--- src/hw/i2cPkg.sv ---
package i2cPkg;

    //////////////////////////////////////////////////////////////////////
    // Vector types
    //////////////////////////////////////////////////////////////////////

    // Slave address or register pointer, without the direction bit
    typedef logic [6:0]  addrT;
    typedef logic [7:0]  byteT;
    typedef logic [2:0]  byteCountT;
    typedef logic [31:0] readWordT;

    //////////////////////////////////////////////////////////////////////
    // Bus timing, counted in FSM_Clk cycles
    //////////////////////////////////////////////////////////////////////

    localparam int PhasesPerBit = 4;
    // Eight data bits and the acknowledge slot
    localparam int BitsPerFrame = 9;
    localparam int StartCycles  = 4;
    localparam int StopCycles   = 3;

    // Read request limits
    localparam byteCountT MaxReadBytes = 3'd4;
    // Sensor auto-increment flag in the sub-address byte
    localparam int AutoIncrementBit = 7;

    // Bus symbols handed to the bit engine
    typedef enum logic [1:0] {
        cmdStart,
        cmdStop,
        cmdWriteByte,
        cmdReadByte
    } busCmdT;

    // Transaction steps, one bus symbol each
    typedef enum logic [3:0] {
        stIdle,
        stStart,
        stSlaveWrite,
        stSubAddr,
        stWriteData,
        stRestart,
        stSlaveRead,
        stReadData,
        stStop
    } seqStateT;

endpackage
--- src/hw/i2cMaster.sv ---
`timescale 1ns/1ps

module i2cMaster (
    input  logic              FSM_Clk,
    input  logic              reset,
    input  logic              startRequest,
    input  i2cPkg::addrT      slaveAddr,
    input  i2cPkg::addrT      subAddr,
    input  logic              readNotWrite,
    input  i2cPkg::byteT      writeData,
    input  i2cPkg::byteCountT byteCount,
    input  logic              sdaIn,
    output logic              scl,
    output logic              sdaOut,
    output logic              sdaOe,
    output logic              busy,
    output logic              readDone,
    output i2cPkg::readWordT  readData,
    output logic              ackBit
);

    logic              go;
    i2cPkg::byteT      addrWriteByte;
    i2cPkg::byteT      addrReadByte;
    i2cPkg::byteT      subAddrByte;
    i2cPkg::byteT      dataByte;
    logic              isRead;
    i2cPkg::byteCountT readCount;

    // Sequencer to bit engine
    i2cPkg::busCmdT    busCmd;
    logic              cmdValid;
    i2cPkg::byteT      txByte;
    logic              masterNack;
    logic              symbolDone;
    i2cPkg::byteT      rxByte;

    logic              rxStrobe;
    logic              rxLast;

    //////////////////////////////////////////////////////////////////////
    // Blocks
    //////////////////////////////////////////////////////////////////////

    i2cRequestRegs requestRegs (
        .FSM_Clk(FSM_Clk), .reset(reset), .startRequest(startRequest),
        .slaveAddr(slaveAddr), .subAddr(subAddr), .readNotWrite(readNotWrite),
        .writeData(writeData), .byteCount(byteCount), .busy(busy), .go(go),
        .addrWriteByte(addrWriteByte), .addrReadByte(addrReadByte),
        .subAddrByte(subAddrByte), .dataByte(dataByte), .isRead(isRead),
        .readCount(readCount)
    );

    i2cSequencer sequencer (
        .FSM_Clk(FSM_Clk), .reset(reset), .go(go), .addrWriteByte(addrWriteByte),
        .addrReadByte(addrReadByte), .subAddrByte(subAddrByte), .dataByte(dataByte),
        .isRead(isRead), .readCount(readCount), .symbolDone(symbolDone), .busy(busy),
        .busCmd(busCmd), .cmdValid(cmdValid), .txByte(txByte), .masterNack(masterNack),
        .rxStrobe(rxStrobe), .rxLast(rxLast)
    );

    // Slave ACK register doubles as the ackBit output
    i2cBitEngine bitEngine (
        .FSM_Clk(FSM_Clk), .reset(reset), .busCmd(busCmd), .cmdValid(cmdValid),
        .txByte(txByte), .masterNack(masterNack), .sdaIn(sdaIn), .scl(scl),
        .sdaOut(sdaOut), .sdaOe(sdaOe), .symbolDone(symbolDone), .rxByte(rxByte),
        .slaveAck(ackBit)
    );

    i2cReadAssembler readAssembler (
        .FSM_Clk(FSM_Clk), .reset(reset), .go(go), .rxStrobe(rxStrobe), .rxLast(rxLast),
        .rxByte(rxByte), .readData(readData), .readDone(readDone)
    );

endmodule

--- src/hw/i2cReadAssembler.sv ---
`timescale 1ns/1ps

module i2cReadAssembler (
    input  logic             FSM_Clk,
    input  logic             reset,
    input  logic             go,
    input  logic             rxStrobe,
    input  logic             rxLast,
    input  i2cPkg::byteT     rxByte,
    output i2cPkg::readWordT readData,
    output logic             readDone
);

    i2cPkg::readWordT shadow;
    i2cPkg::readWordT nextWord;

    // New byte enters at the bottom, earlier bytes move up
    assign nextWord = {shadow[23:0], rxByte};

    always_ff @(posedge FSM_Clk) begin
        if (go) begin
            shadow <= '0;
        end else if (rxStrobe) begin
            shadow <= nextWord;
        end
    end

    //////////////////////////////////////////////////////////////////////
    // Result publish
    //////////////////////////////////////////////////////////////////////

    always_ff @(posedge FSM_Clk) begin
        if (reset) begin
            readData <= '0;
            readDone <= 1'b0;
        end else begin
            readDone <= rxStrobe && rxLast;
            // Last byte of the read completes the word
            if (rxStrobe && rxLast) begin
                readData <= nextWord;
            end
        end
    end

endmodule

--- src/hw/i2cBitEngine.sv ---
`timescale 1ns/1ps

module i2cBitEngine (
    input  logic           FSM_Clk,
    input  logic           reset,
    input  i2cPkg::busCmdT busCmd,
    input  logic           cmdValid,
    input  i2cPkg::byteT   txByte,
    input  logic           masterNack,
    input  logic           sdaIn,
    output logic           scl,
    output logic           sdaOut,
    output logic           sdaOe,
    output logic           symbolDone,
    output i2cPkg::byteT   rxByte,
    output logic           slaveAck
);

    // Symbol on the bus; kept after it ends so both lines hold their level
    i2cPkg::busCmdT curCmd;
    logic           active;
    logic [1:0]     phase;
    logic [3:0]     bitCount;
    i2cPkg::byteT   txShift;
    i2cPkg::byteT   rxShift;
    logic           nackHeld;
    logic           lastStep;
    logic           bitHigh;
    logic           ackSlot;
    logic           samplePoint;

    assign bitHigh     = (phase == 2'd1) || (phase == 2'd2);
    assign ackSlot     = bitCount == 4'(i2cPkg::BitsPerFrame - 1);
    assign samplePoint = active && (phase == 2'd2);

    always_comb begin
        case (curCmd)
            i2cPkg::cmdStart: lastStep = phase == 2'(i2cPkg::StartCycles - 1);
            i2cPkg::cmdStop:  lastStep = phase == 2'(i2cPkg::StopCycles - 1);
            default:          lastStep = ackSlot && (phase == 2'(i2cPkg::PhasesPerBit - 1));
        endcase
    end

    //////////////////////////////////////////////////////////////////////
    // Line levels per step
    //////////////////////////////////////////////////////////////////////

    // Open drain, the pad only ever pulls low
    assign sdaOut = 1'b0;

    always_comb begin
        case (curCmd)
            i2cPkg::cmdStart: begin
                // SDA falls in the middle of the SCL high pulse
                scl   = bitHigh;
                sdaOe = phase[1];
            end
            i2cPkg::cmdStop: begin
                // SDA released last, with SCL already high
                scl   = phase != 2'd0;
                sdaOe = phase != 2'd2;
            end
            i2cPkg::cmdWriteByte: begin
                scl   = bitHigh;
                sdaOe = !ackSlot && !txShift[7];
            end
            default: begin
                // Master ACK drives low, NACK leaves the line released
                scl   = bitHigh;
                sdaOe = ackSlot && !nackHeld;
            end
        endcase
    end

    //////////////////////////////////////////////////////////////////////
    // Phase and bit counters
    //////////////////////////////////////////////////////////////////////

    always_ff @(posedge FSM_Clk) begin
        if (reset) begin
            active     <= 1'b0;
            curCmd     <= i2cPkg::cmdStop;
            phase      <= 2'(i2cPkg::StopCycles - 1);
            bitCount   <= '0;
            symbolDone <= 1'b0;
            slaveAck   <= 1'b1;
        end else begin
            symbolDone <= 1'b0;
            if (cmdValid && !active) begin
                active   <= 1'b1;
                curCmd   <= busCmd;
                phase    <= '0;
                bitCount <= '0;
            end else if (active) begin
                if (lastStep) begin
                    active     <= 1'b0;
                    symbolDone <= 1'b1;
                end else if (phase == 2'(i2cPkg::PhasesPerBit - 1)) begin
                    phase    <= '0;
                    bitCount <= bitCount + 4'd1;
                end else begin
                    phase <= phase + 2'd1;
                end
            end
            // Slave ACK slot of a byte sent by the master
            if (samplePoint && ackSlot && curCmd == i2cPkg::cmdWriteByte) begin
                slaveAck <= sdaIn;
            end
        end
    end

    // Data shifters
    always_ff @(posedge FSM_Clk) begin
        if (cmdValid && !active) begin
            txShift  <= txByte;
            nackHeld <= masterNack;
        end else if (active && !lastStep && phase == 2'(i2cPkg::PhasesPerBit - 1)) begin
            txShift <= {txShift[6:0], 1'b0};
        end
        if (samplePoint && !ackSlot && curCmd == i2cPkg::cmdReadByte) begin
            rxShift <= {rxShift[6:0], sdaIn};
        end
    end

    assign rxByte = rxShift;

    // Only START and STOP may move SDA under a high SCL
    assert property (@(posedge FSM_Clk) disable iff (reset)
        (scl && $past(scl) && (sdaOe != $past(sdaOe)))
            |-> (curCmd == i2cPkg::cmdStart || curCmd == i2cPkg::cmdStop));

endmodule

--- src/hw/i2cSequencer.sv ---
`timescale 1ns/1ps

module i2cSequencer (
    input  logic              FSM_Clk,
    input  logic              reset,
    input  logic              go,
    input  i2cPkg::byteT      addrWriteByte,
    input  i2cPkg::byteT      addrReadByte,
    input  i2cPkg::byteT      subAddrByte,
    input  i2cPkg::byteT      dataByte,
    input  logic              isRead,
    input  i2cPkg::byteCountT readCount,
    input  logic              symbolDone,
    output logic              busy,
    output i2cPkg::busCmdT    busCmd,
    output logic              cmdValid,
    output i2cPkg::byteT      txByte,
    output logic              masterNack,
    output logic              rxStrobe,
    output logic              rxLast
);

    i2cPkg::seqStateT  state;
    i2cPkg::seqStateT  nextState;
    // Read bytes still to come, including the one on the bus
    i2cPkg::byteCountT bytesLeft;
    logic              lastRead;

    assign busy     = state != i2cPkg::stIdle;
    assign lastRead = bytesLeft == 3'd1;

    //////////////////////////////////////////////////////////////////////
    // Transaction order
    //////////////////////////////////////////////////////////////////////

    always_comb begin
        nextState = state;
        case (state)
            i2cPkg::stIdle: begin
                if (go) nextState = i2cPkg::stStart;
            end
            i2cPkg::stStart: begin
                if (symbolDone) nextState = i2cPkg::stSlaveWrite;
            end
            i2cPkg::stSlaveWrite: begin
                if (symbolDone) nextState = i2cPkg::stSubAddr;
            end
            i2cPkg::stSubAddr: begin
                // Reads turn the bus around with a repeated START
                if (symbolDone) nextState = isRead ? i2cPkg::stRestart : i2cPkg::stWriteData;
            end
            i2cPkg::stWriteData: begin
                if (symbolDone) nextState = i2cPkg::stStop;
            end
            i2cPkg::stRestart: begin
                if (symbolDone) nextState = i2cPkg::stSlaveRead;
            end
            i2cPkg::stSlaveRead: begin
                if (symbolDone) nextState = i2cPkg::stReadData;
            end
            i2cPkg::stReadData: begin
                if (symbolDone && lastRead) nextState = i2cPkg::stStop;
            end
            i2cPkg::stStop: begin
                if (symbolDone) nextState = i2cPkg::stIdle;
            end
            default: nextState = i2cPkg::stIdle;
        endcase
    end

    always_ff @(posedge FSM_Clk) begin
        if (reset) begin
            state     <= i2cPkg::stIdle;
            cmdValid  <= 1'b0;
            bytesLeft <= '0;
        end else begin
            state <= nextState;
            // One symbol per state, issued the cycle after entering it
            cmdValid <= (go && state == i2cPkg::stIdle) ||
                        (symbolDone && nextState != i2cPkg::stIdle);
            if (symbolDone && state == i2cPkg::stSlaveRead) begin
                bytesLeft <= readCount;
            end else if (symbolDone && state == i2cPkg::stReadData) begin
                bytesLeft <= bytesLeft - 3'd1;
            end
        end
    end

    //////////////////////////////////////////////////////////////////////
    // Symbol contents
    //////////////////////////////////////////////////////////////////////

    always_comb begin
        busCmd = i2cPkg::cmdWriteByte;
        txByte = addrWriteByte;
        case (state)
            i2cPkg::stStart,
            i2cPkg::stRestart:   busCmd = i2cPkg::cmdStart;
            i2cPkg::stSubAddr:   txByte = subAddrByte;
            i2cPkg::stWriteData: txByte = dataByte;
            i2cPkg::stSlaveRead: txByte = addrReadByte;
            i2cPkg::stReadData:  busCmd = i2cPkg::cmdReadByte;
            i2cPkg::stIdle,
            i2cPkg::stStop:      busCmd = i2cPkg::cmdStop;
            default:             txByte = addrWriteByte;
        endcase
    end

    // Final read byte gets a NACK
    assign masterNack = lastRead;
    assign rxStrobe   = symbolDone && state == i2cPkg::stReadData;
    assign rxLast     = lastRead;

    assert property (@(posedge FSM_Clk) disable iff (reset) cmdValid |-> state != i2cPkg::stIdle);

endmodule

--- src/hw/i2cRequestRegs.sv ---
`timescale 1ns/1ps

module i2cRequestRegs (
    input  logic              FSM_Clk,
    input  logic              reset,
    input  logic              startRequest,
    input  i2cPkg::addrT      slaveAddr,
    input  i2cPkg::addrT      subAddr,
    input  logic              readNotWrite,
    input  i2cPkg::byteT      writeData,
    input  i2cPkg::byteCountT byteCount,
    input  logic              busy,
    output logic              go,
    output i2cPkg::byteT      addrWriteByte,
    output i2cPkg::byteT      addrReadByte,
    output i2cPkg::byteT      subAddrByte,
    output i2cPkg::byteT      dataByte,
    output logic              isRead,
    output i2cPkg::byteCountT readCount
);

    i2cPkg::byteCountT clampedCount;
    i2cPkg::byteT      frameSubAddr;

    // Requests arriving mid-transaction are dropped
    assign go = startRequest && !busy;

    always_comb begin
        if (byteCount == 3'd0) begin
            clampedCount = 3'd1;
        end else if (byteCount > i2cPkg::MaxReadBytes) begin
            clampedCount = i2cPkg::MaxReadBytes;
        end else begin
            clampedCount = byteCount;
        end
    end

    // Multi-byte reads ask the sensor to step its pointer
    always_comb begin
        frameSubAddr = {1'b0, subAddr};
        frameSubAddr[i2cPkg::AutoIncrementBit] = readNotWrite && (clampedCount > 3'd1);
    end

    always_ff @(posedge FSM_Clk) begin
        if (reset) begin
            isRead    <= 1'b0;
            readCount <= 3'd1;
        end else if (go) begin
            isRead    <= readNotWrite;
            readCount <= clampedCount;
        end
    end

    // Frame bytes
    always_ff @(posedge FSM_Clk) begin
        if (go) begin
            addrWriteByte <= {slaveAddr, 1'b0};
            addrReadByte  <= {slaveAddr, 1'b1};
            subAddrByte   <= frameSubAddr;
            dataByte      <= writeData;
        end
    end

    // An accepted request turns the sequencer busy on the next cycle
    assert property (@(posedge FSM_Clk) disable iff (reset) go |-> !busy ##1 busy);

endmodule

--- config.mk ---
export PLATFORM = sky130hd
export DESIGN_NAME = i2cMaster
export DESIGN_NICKNAME = d
export VERILOG_FILES = /design/src/hw/i2cPkg.sv /design/src/hw/i2cMaster.sv /design/src/hw/i2cReadAssembler.sv /design/src/hw/i2cBitEngine.sv /design/src/hw/i2cSequencer.sv /design/src/hw/i2cRequestRegs.sv
export SDC_FILE = /design/constraint.sdc
export NUM_CORES = 1
export LEC_CHECK = 0
export ABC_AREA = 1
export BUFFER_PORTS_ARGS = -buffer_cell sky130_fd_sc_hd__buf_2
export CORE_ASPECT_RATIO = 0.6
export CORE_MARGIN = 2
export CORE_UTILIZATION = 51
export DETAILED_ROUTE_END_ITERATION = 10
export GPL_TIMING_DRIVEN = 0
export PLACE_DENSITY = 0.87
export SLEW_MARGIN = 30
export SYNTH_ARGS = -nofsm -noshare
export SYNTH_HDL_FRONTEND = slang
export SYNTH_SLANG_ARGS = --single-unit
--- constraint.sdc ---
create_clock -name FSM_Clk -period 1.75 [get_ports FSM_Clk]
set_input_delay 0.35 -clock FSM_Clk [delete_from_list [all_inputs] [get_ports FSM_Clk]]
set_output_delay 0.35 -clock FSM_Clk [all_outputs]
set_load 0.01 [all_outputs]
==> results.cfg, run 1 <==
[outcome]
status = finished, violations left
violations = setup timing

[setup_path]
crit_arrival_ns = 1.62
worst_setup_path_end_kind = output pin
crit_fanout = 6
path_class = reg2out
reg2reg_to = sequencer.cmdValid
critPathRequiredTime_ns = 1.40
start_kind = register
reg2reg_slack_ns = -0.03
reg2regPathDepth = 12
crit-reg2reg-launch = sequencer.bytesLeft[0]

[logic_synthesis]
synth-compound-area-share_pct = 15.9
synthSimpleGateAreaFrac_pct = 15.4
synthMuxAreaShare_pct = 0
synth_area_per_cell_um2 = 9.14
synth_area_leaders = dfxtp_1 (34%), edfxtp_1 (25%), o21ai_0 (6.9%), a21oi_1 (6.6%), nand2_1 (5.6%)
netlist_instances = 517
yosysSeqAreaShare_pct = 59.3
yosys.area.top_type_share_pct = 33.9
yosys_warnings = 0
yosys.area.top_type = dfxtp_1
synth_top_family_by_area = compound AO/OA/AOI/OAI gates
synth_fa_ha_area_share_pct = 1.85
syn-num-nets = 554
ys_types = 34
netlist_area_um2 = 4730
synth-xor-area-share_pct = 0.371
ys_ff_latch = 120

[floorplanning]
ios = 68
core_um2 = 9090
num_rows = 27
initial_core_util_pct = 52.0
fp.dieH_um = 78.6
die_area_um2 = 10100
die_x_um = 128

[clock_network]
clock-sinks = 120
numCtsBuffers = 17
insertion_delay_ns = 0.42
cts_tree = yes
cts_root_buf = clkbuf_16
ctsLongestPathBuffers = 2
cts_max_level = 4
path_clk_slew_ns = 0.06

[finish]
insertedDiodeCount = 0
final_util_pct = 67.4
layout-drive-gt1-share_pct = 28.2
fin_area_um2 = 6120
layout.cells.non_filler = 750
area_growth_pct = 29.6
nNetsFinal = 658

[pwr]
internal_power_uw = 5350
p_clk_share_pct = 51.1
p_comb_share_pct = 5.3
seqPwrFrac_pct = 43.5
p_leak_uw = 0.00262
netSwitchingFraction_pct = 22.2
max-vdd-ir-drop_mv = 0.901
p_switching_uw = 1520
power_density_nw_per_um2 = 1120

[timing]
tightestPinTransition_ns = 0.568
finalCritPeriodShare_pct = 113
rsz0062_at_grt = yes
slew_headroom_pct = 61.9
whs_ns = 0.102
timing_hold_violations_final = 0
clock.fmax_mhz = 507
min_period_ns = 1.97
setup_viol = 3
slew_viol_final = 0
skew_ns = 0.00714
setup_tns_ns = -0.265
layout_setup_ws_ns = -0.221

[route]
drc = 0
wl_per_cell_um = 18.6
routed_wirelength_mm = 14.0
first_pass_iters = 6
drt_iter0_markers = 834
via_count = 4454
drtAntennaViolNets = 0
via_per_inst = 5.94

[global_routing]
grt_usage_pct = 27.3
grt-ovfl-total = 0
grt_pass1_wl_mm = 20.9
grt_pass1_vias = 4153
antenna_found_initial = 0
grt_max_degree = 17

[job]
maxCapViolCount = 0

[placed_design]
dp_hpwl_mm = 8.21
place_inst = 698
io_buffers = 65
place.gp.congestion = 0.901
postPlaceCellArea_um2 = 5210

[hold_path]
worstHoldStart = slaveAddr[3]
hold_end = requestRegs.addrWriteByte[4]
min_path_cells = 1
holdCritPathClass = in2reg
## area by class of cell
type | instances | area [um2]
flip-flops and latches | 120 | 2810
repair inverters | 1 | 7.51
inverters | 56 | 221
multi-input cells | 318 | 1730
repair buffers | 84 | 480
fillers | 588 | 2960
well taps | 116 | 145
clock buffers | 21 | 483
plain buffers | 23 | 131
clock inverters | 11 | 114
## state kept, by name, indices dropped and copies added, names as in the netlist, 2 cells and up
register / cells
bitEngine.curCmd: 2
requestRegs.addrWriteByte: 7
readAssembler.readData: 32
sequencer.bytesLeft: 3
bitEngine.txShift: 8
readAssembler.shadow: 24
requestRegs.dataByte: 8
requestRegs.readCount: 3
bitEngine.rxByte: 8
requestRegs.subAddrByte: 8
bitEngine.bitCount: 4
sequencer.state: 4
bitEngine.phase: 2
## metrics by stage
stage | total power, uW | setup slack (ns)
after floorplan | 3200 | 0.0436
after global routing | 7030 | -0.292
after detailed placement | 3320 | -0.303
after global placement | 3300 | -0.211
final | 6880 | -0.221
after CTS | 6820 | -0.205
## placed cells by master, fill, tap and decap left out, drive strengths merged
cell and n:
clkinvlp 2, xor2 1, clkinv 5, nand4 5, o2111ai 1, edfxtp 40
a21oi 62, conb 1, bufinv 2, nor2 54, nand2 73, buf 98
or2 1, dfxtp 80, a41oi 2, clkbuf 30, o21a 1, nor3 1
o21ai 67, o22ai 2, nor4 1, nand3 32, xnor2 1, inv 59
a211oi 2, ha 7, a221oi 1, o221ai 3
## synthesized netlist by cell type
| cell | count |
|---|---|
| o21ai_1 | 2 |
| o221ai_2 | 1 |
| buf_2 | 8 |
| a41oi_1 | 2 |
| conb_1 | 1 |
| nand4_1 | 5 |
| nand3_2 | 1 |
| xor2_1 | 1 |
| edfxtp_1 | 40 |
| nor3_1 | 1 |
| or2_1 | 1 |
| nand2_2 | 3 |
| o22ai_1 | 2 |
| nor2_1 | 50 |
| nand2_1 | 70 |
| o21a_1 | 1 |
| buf_4 | 7 |
| clkbuf_1 | 8 |
| a21oi_1 | 62 |
| nand3_1 | 31 |
| nor2_4 | 4 |
| nor4_1 | 1 |
| a211oi_1 | 1 |
| a221oi_1 | 1 |
| o221ai_1 | 2 |
| ha_1 | 7 |
| dfxtp_1 | 80 |
| xnor2_1 | 1 |
| o2111ai_1 | 1 |
| o21ai_0 | 65 |
| inv_1 | 49 |
| clkinv_1 | 1 |
| inv_2 | 6 |
| a211oi_2 | 1 |
## repair_timing
action	in CTS	in global routing
setup endpoints to repair	45	35
cloned	1	0
pin swaps	4	8
hold buffers	0	0
buffers inserted	9	10
hold endpoints to repair	0	0
resized for setup	28	24
## worst max path at each step
stage	startpoint	endpoint	slack (ns)	depth (start not counted)
global route	bitEngine.curCmd[1]	sdaOe	-0.29	5
detailed placement	bitEngine.bitCount[0]	bitEngine.txShift[3]	-0.30	7
CTS	bitEngine.bitCount[0]	sdaOe	-0.21	7
global placement	bitEngine.bitCount[0]	bitEngine.txShift[6]	-0.21	7
floorplan	bitEngine.bitCount[0]	bitEngine.txShift[0]	0.04	7
finish	bitEngine.curCmd[1]	sdaOe	-0.22	5
## worst max-delay path: stages (launching register included)
cell and delay [ns]:
dfxtp_1 0.36, inv_4 0.13, nand2_1 0.12, or2_1 0.33, o2111ai_2 0.10, buf_2 0.17
## power groups by stage
stage / combinational [uW] / clock, uW / sequential [uW]
floorplan: 173 / 0 / 3030
global placement: 261 / 0 / 3040
detailed placement: 274 / 0 / 3040
CTS: 318 / 3510 / 2990
global route: 397 / 3640 / 3000
finish: 368 / 3510 / 2990
## cells by family (layout without fill, tap and decap cells)
kind of cell,after synthesis,after routing
buffers and inverters,79,196
XOR/XNOR,2,2
other,1,1
flip-flops,120,120
AO/OA/AOI/OAI,141,141
adder cells (fa/ha/maj),7,7
AND/OR/NAND/NOR,167,167
## per-layer routing
| metal | wire length, um | vias to the layer above | global-route usage, % |
|---|---|---|---|
| li1 | - | 1957 | - |
| met1 | 5630 | 2094 | 36.1 |
| met2 | 6300 | 340 | 40.3 |
| met3 | 1570 | 63 | 10.4 |
| met4 | 477 | 0 | 11.6 |
| met5 | 0 | - | 0 |
No activity file was read; power rests on OpenSTA's default activity.
==> inputs of run 2 (changes only) <==
--- a/config.mk
+++ b/config.mk
@@ -8,11 +8,11 @@
 export ABC_AREA = 1
 export BUFFER_PORTS_ARGS = -buffer_cell sky130_fd_sc_hd__buf_2
 export CORE_ASPECT_RATIO = 0.6
-export CORE_MARGIN = 2
 export CORE_UTILIZATION = 51
 export DETAILED_ROUTE_END_ITERATION = 10
 export GPL_TIMING_DRIVEN = 0
 export PLACE_DENSITY = 0.87
+export RECOVER_POWER = 100
 export SLEW_MARGIN = 30
 export SYNTH_ARGS = -nofsm -noshare
 export SYNTH_HDL_FRONTEND = slang
==> run 2 against run 1 <==
Compared with the run above: the run still ends with setup timing left; die area fell by 4.1%; utilization rose by 2.3 points; first-iteration DRC count rose by 4.3%; register-to-register slack got worse by 0.16 ns; count of clock-buffer cells in the layout rose by 1; critical path depth rose by 2; largest power group unchanged.
==> results.cfg, run 2 (synthesized netlist as in run 1, its figures left out) <==
[global_routing]
grt_pass1_wl_mm = 22.4
grt-ovfl-total = 0
grt_max_degree = 17
grt_pass1_vias = 4325
grt_usage_pct = 30.9
antenna_found_initial = 0

[timing]
layout_setup_ws_ns = -0.235
finalCritPeriodShare_pct = 113
tightestPinTransition_ns = 0.616
setup_tns_ns = -4.35
rsz0062_at_grt = yes
skew_ns = 0.0107
min_period_ns = 1.99
clock.fmax_mhz = 504
timing_hold_violations_final = 0
whs_ns = 0.105
setup_viol = 47
slew_headroom_pct = 58.6
slew_viol_final = 0

[clock_network]
cts_root_buf = clkbuf_16
holdBufCountCts = 0
insertion_delay_ns = 0.42
ctsLongestPathBuffers = 2
clock-sinks = 120
cts_tree = yes
cts_max_level = 4
path_clk_slew_ns = 0.06
numCtsBuffers = 17

[floorplanning]
ios = 68
core_um2 = 8750
initial_core_util_pct = 54.0
die_area_um2 = 9670
die_x_um = 126
num_rows = 26
fp.dieH_um = 76.6

[setup_path]
critPathRequiredTime_ns = 1.40
start_kind = register
reg2regPathDepth = 5
path_class = reg2out
crit_arrival_ns = 1.64
crit_fanout = 3
worst_setup_path_end_kind = output pin

[placed_design]
io_buffers = 65
postPlaceCellArea_um2 = 5200
dp_slack_ns = -0.283
place.gp.congestion = 0.920
dp_hpwl_mm = 8.63
place_inst = 694

[finish]
insertedDiodeCount = 0
largest_reg_flops = 32
layout_commonest_cell = dfxtp_1
area_growth_pct = 29.0
layout.cells.non_filler = 749
top_regs = readAssembler.readData: 32 flops, readAssembler.shadow: 24 flops
fin_area_um2 = 6090
nNetsFinal = 661
regMostFlops = readAssembler.readData
layout-drive-gt1-share_pct = 23.2
final_cell_mix = dfxtp_1 (70), nand2_1 (63), o21ai_0 (62), a21oi_1 (62), nor2_1 (47)

[route]
via_per_inst = 6.17
drt_iter0_markers = 870
drc = 0
routed_wirelength_mm = 15.3
drtAntennaViolNets = 0
via_count = 4619
first_pass_iters = 8
wl_per_cell_um = 20.5

[outcome]
violations = setup timing
status = finished, violations left

[pwr]
p_leak_uw = 0.00248
max-vdd-ir-drop_mv = 0.850
power_density_nw_per_um2 = 1130

[job]
maxCapViolCount = 0

[hold_path]
min_path_cells = 1
holdCritPathClass = in2reg
## run 2: final cells by class
cell class | instances | area [um2]
Buffer | 23 | 130
Clock buffer | 22 | 505
Clock inverter | 10 | 90.1
Fill cell | 580 | 2660
Inverter | 56 | 216
Multi-Input combinational cell | 318 | 1730
Sequential cell | 120 | 2820
Tap cell | 112 | 140
Timing Repair Buffer | 86 | 445
Timing Repair inverter | 2 | 15.0
## run 2: routing by layer
metal | global-route usage, % | part of all wire, %
met5 | 0 | 0
met4 | 17.3 | 6.0
met3 | 8.64 | 12
met2 | 48.6 | 45
met1 | 38.5 | 37
## run 2: report_power, final
group	total, uW	switching, uW	internal (uW)
registers	2990	34.2	2950
logic	406	259	147
clock network	3480	1300	2180
## run 2: worst paths after layout
path                              start                           end  slack (ns)
setup / recovery  bitEngine.bitCount[1]                         sdaOe       -0.24
hold / removal               subAddr[1]    requestRegs.subAddrByte[1]        0.10
setup reg to reg     sequencer.state[1]  requestRegs.addrWriteByte[7]       -0.19
hold reg to reg     bitEngine.rxByte[2]           bitEngine.rxByte[3]        0.46
## run 2: worst max-delay path, stage by stage (launching register included)
cell       delay, ns
dfxtp_2         0.33
inv_2           0.08
ha_4            0.14
nand2_4         0.05
nor2_4          0.14
nand3_2         0.11
o2111ai_2       0.19
buf_2           0.16
## run 2: per-stage QoR
stage / util (%) / power, uW
after floorplan: - / 3200
after global placement: 59.4 / 3300
after detailed placement: 59.4 / 3320
after CTS: 67.9 / 6740
after global routing: 69.6 / 7020
final: 69.6 / 6870
## run 2: timing repair
item / CTS / global route
resized for setup: 26 / 41
setup buffers: 5 / 16
endpoints found under the setup margin: 44 / 52
pin swaps: 3 / 10
gates cloned: 1 / 1
hold endpoints to repair: 0 / 0
==> inputs of run 3 (changes only) <==
--- a/config.mk
+++ b/config.mk
@@ -5,13 +5,12 @@
 export SDC_FILE = /design/constraint.sdc
 export NUM_CORES = 1
 export LEC_CHECK = 0
-export ABC_AREA = 1
 export BUFFER_PORTS_ARGS = -buffer_cell sky130_fd_sc_hd__buf_2
 export CORE_ASPECT_RATIO = 0.6
 export CORE_UTILIZATION = 51
 export DETAILED_ROUTE_END_ITERATION = 10
 export GPL_TIMING_DRIVEN = 0
-export PLACE_DENSITY = 0.87
+export PLACE_DENSITY = 0.71
 export RECOVER_POWER = 100
 export SLEW_MARGIN = 30
 export SYNTH_ARGS = -nofsm -noshare
==> run 3 against run 2 <==
Compared with the run above: the flow still finishes with violations (setup timing); sequential share of layout area up 0.80 points; flip-flop and latch count unchanged; global-route usage shrank 6.5 points; register-to-register slack worse by 0.04 ns; highest routed layer unchanged.
==> results.cfg, run 3 <==
[pwr]
power_density_nw_per_um2 = 1090
max-vdd-ir-drop_mv = 0.872
p_total_uw = 6520
p_leak_uw = 0.00213

[clock_network]
clock-sinks = 120
cts_tree = yes
holdBufCountCts = 0
insertion_delay_ns = 0.41
ctsLongestPathBuffers = 2
cts_root_buf = clkbuf_16
path_clk_slew_ns = 0.05
cts_max_level = 4
numCtsBuffers = 17

[placed_design]
place_inst = 699
dp_slack_ns = -0.439
postPlaceCellArea_um2 = 5330
place.gp.congestion = 0.898
dp_hpwl_mm = 7.81
io_buffers = 65

[global_routing]
grt-ovfl-total = 0
grt_usage_pct = 24.4
grt_max_degree = 33
antenna_found_initial = 0
grt_pass1_wl_mm = 18.2
grt_pass1_vias = 3540

[logic_synthesis]
yosys.area.top_type = dfxtp_1
netlist_instances = 504
ys_types = 49
yosysMostFrequentCell = nand2_1
syn-num-nets = 541
yosys.area.top_type_share_pct = 33.1
synth_area_per_cell_um2 = 9.60
ys.flop_type = dfxtp_1
async_flop_share_pct = 0
yosysSeqAreaShare_pct = 57.9
ys_ff_latch = 120
synth_area_leaders = dfxtp_1 (33%), edfxtp_1 (25%), nand2_1 (10%), a21oi_1 (8.9%), ha_1 (1.8%)
synth_common_cells = nand2_1 (133), a21oi_1 (86), dfxtp_1 (80), edfxtp_1 (40), nor2_1 (18)
synth_edf_count = 40
netlist_area_um2 = 4840
yosys_warnings = 0

[finish]
layout_commonest_cell = nand2_1
insertedDiodeCount = 0
area_growth_pct = 23.4
fin_area_um2 = 5970
layout-drive-gt1-share_pct = 17.6
final_cell_mix = nand2_1 (132), a21oi_1 (86), dfxtp_1 (74), clkbuf_1 (53), edfxtp_1 (40)
largest_reg_flops = 32
regMostFlops = readAssembler.readData
nNetsFinal = 633
layout.cells.non_filler = 737
top_regs = readAssembler.readData: 32 flops, readAssembler.shadow: 24 flops

[floorplanning]
num_rows = 27
core_um2 = 9190
ios = 68
initial_core_util_pct = 52.6
die_area_um2 = 9890
die_x_um = 128
fp.dieH_um = 77.4

[timing]
finalCritPeriodShare_pct = 121
slew_headroom_pct = 57.0
whs_ns = 0.116
clock.fmax_mhz = 471
layout_setup_ws_ns = -0.371
slew_viol_final = 0
rsz0062_at_grt = yes
timing_hold_violations_final = 0
skew_ns = 0.00844
tightestPinTransition_ns = 0.645
setup_viol = 55
min_period_ns = 2.12

[route]
drt_iter0_markers = 362
drtAntennaViolNets = 0
first_pass_iters = 5
routed_wirelength_mm = 11.3
via_per_inst = 5.39
wl_per_cell_um = 15.4
via_count = 3969
drc = 0

[outcome]
status = finished, violations left
violations = setup timing

[setup_path]
critPathRequiredTime_ns = 1.40
cp_slowest_cell = mux4_2
crit_arrival_ns = 1.77
critPathMaxStageDelay_ns = 0.48
worst_setup_path_end_kind = output pin
start_kind = register
crit_chain = inv_1 -> ha_1 -> inv_1 -> mux4_2 -> buf_6
path_common_cell = inv_1
crit_fanout = 5
path_class = reg2out
reg2reg_slack_ns = -0.23

[job]
maxCapViolCount = 0

[hold_path]
holdCritPathClass = in2reg
## run 3: cell count changes after synthesis, moves of 5 or more
cell	delta
inv_2	-6
nor3_1	+6
nand4_1	-5
a21o_1	+5
a21oi_1	+24
nor2_1	-32
nand2b_1	+6
o21ai_0	-57
inv_1	-35
nand3_1	-23
nand2_1	+63
buf_6	+6
## run 3: final cells by class
cell class / instances / area [um2]
sequential: 120 / 2810
clock inverter: 2 / 10.0
timing repair buffer: 74 / 357
clock buffer: 28 / 539
inverter: 14 / 52.6
buffer: 32 / 199
tap: 130 / 163
multi-input combinational: 337 / 1840
fill: 755 / 3220
## run 3: what timing repair did
item	CTS	global route
buffers inserted	6	3
gates resized for setup	22	14
endpoints found under the setup margin	63	80
pin swaps	2	3
## run 3: kinds of logic (layout without fill, tap and decap cells)
| family | count (synthesis) | count (layout) | share of synthesized area [%] |
|---|---|---|---|
| compound gates | 130 | 130 | 15.6 |
| mux | 4 | 4 | 1.09 |
| flops | 120 | 120 | 57.9 |
| simple gates | 194 | 194 | 17.9 |
| other cells | 1 | 1 | 0.0775 |
| buf+inv | 47 | 150 | 5.35 |
| xor+xnor | 1 | 1 | 0.181 |
| fa+ha+maj | 7 | 7 | 1.81 |
## run 3: per-stage QoR
step | utilization [%] | setup TNS [ns]
5_1_grt | 65.0 | -16.07
6_report | 65.0 | -7.57
3_5_place_dp | 58.0 | -15.94
2_1_floorplan | - | 0
4_1_cts | 65.3 | -0.385
3_3_place_gp | 58.0 | -12.47
## run 3: metal layers
metal  vias up  wire length [um]  global-route usage (%)
met5         -                 0                       0
met3        11               896                    6.97
met1      1862              5740                    37.3
met4         0               123                    9.18
met2       161              4580                    31.8
li1       1935                 -                       -
## run 3: report_power, final
part / leakage (uW) / total [uW] / internal [uW] / switching, uW
Clock: 0.000271 / 3190 / 2070 / 1110
Sequential: 0.00102 / 2990 / 2960 / 35.2
Combinational: 0.000840 / 338 / 131 / 207
## run 3: path summary, 6_finish.rpt
| path | start | end | depth (start not counted) |
|---|---|---|---|
| max | bitEngine.phase[0] | sdaOe | 5 |
| min | slaveAddr[5] | requestRegs.addrWriteByte[6] | 1 |
| max reg2reg | sequencer.state[2] | requestRegs.addrWriteByte[7] | 5 |
| min reg2reg | readAssembler.readData[26] | readAssembler.readData[26] | 2 |
## run 3: critical path, delay by kind of cell, from the launching register on
kind                       cells  cell delay (ns)
muxes                          1             0.48
buffers and inverters          3             0.27
adders and majority gates      1             0.28
DFF                            1             0.33
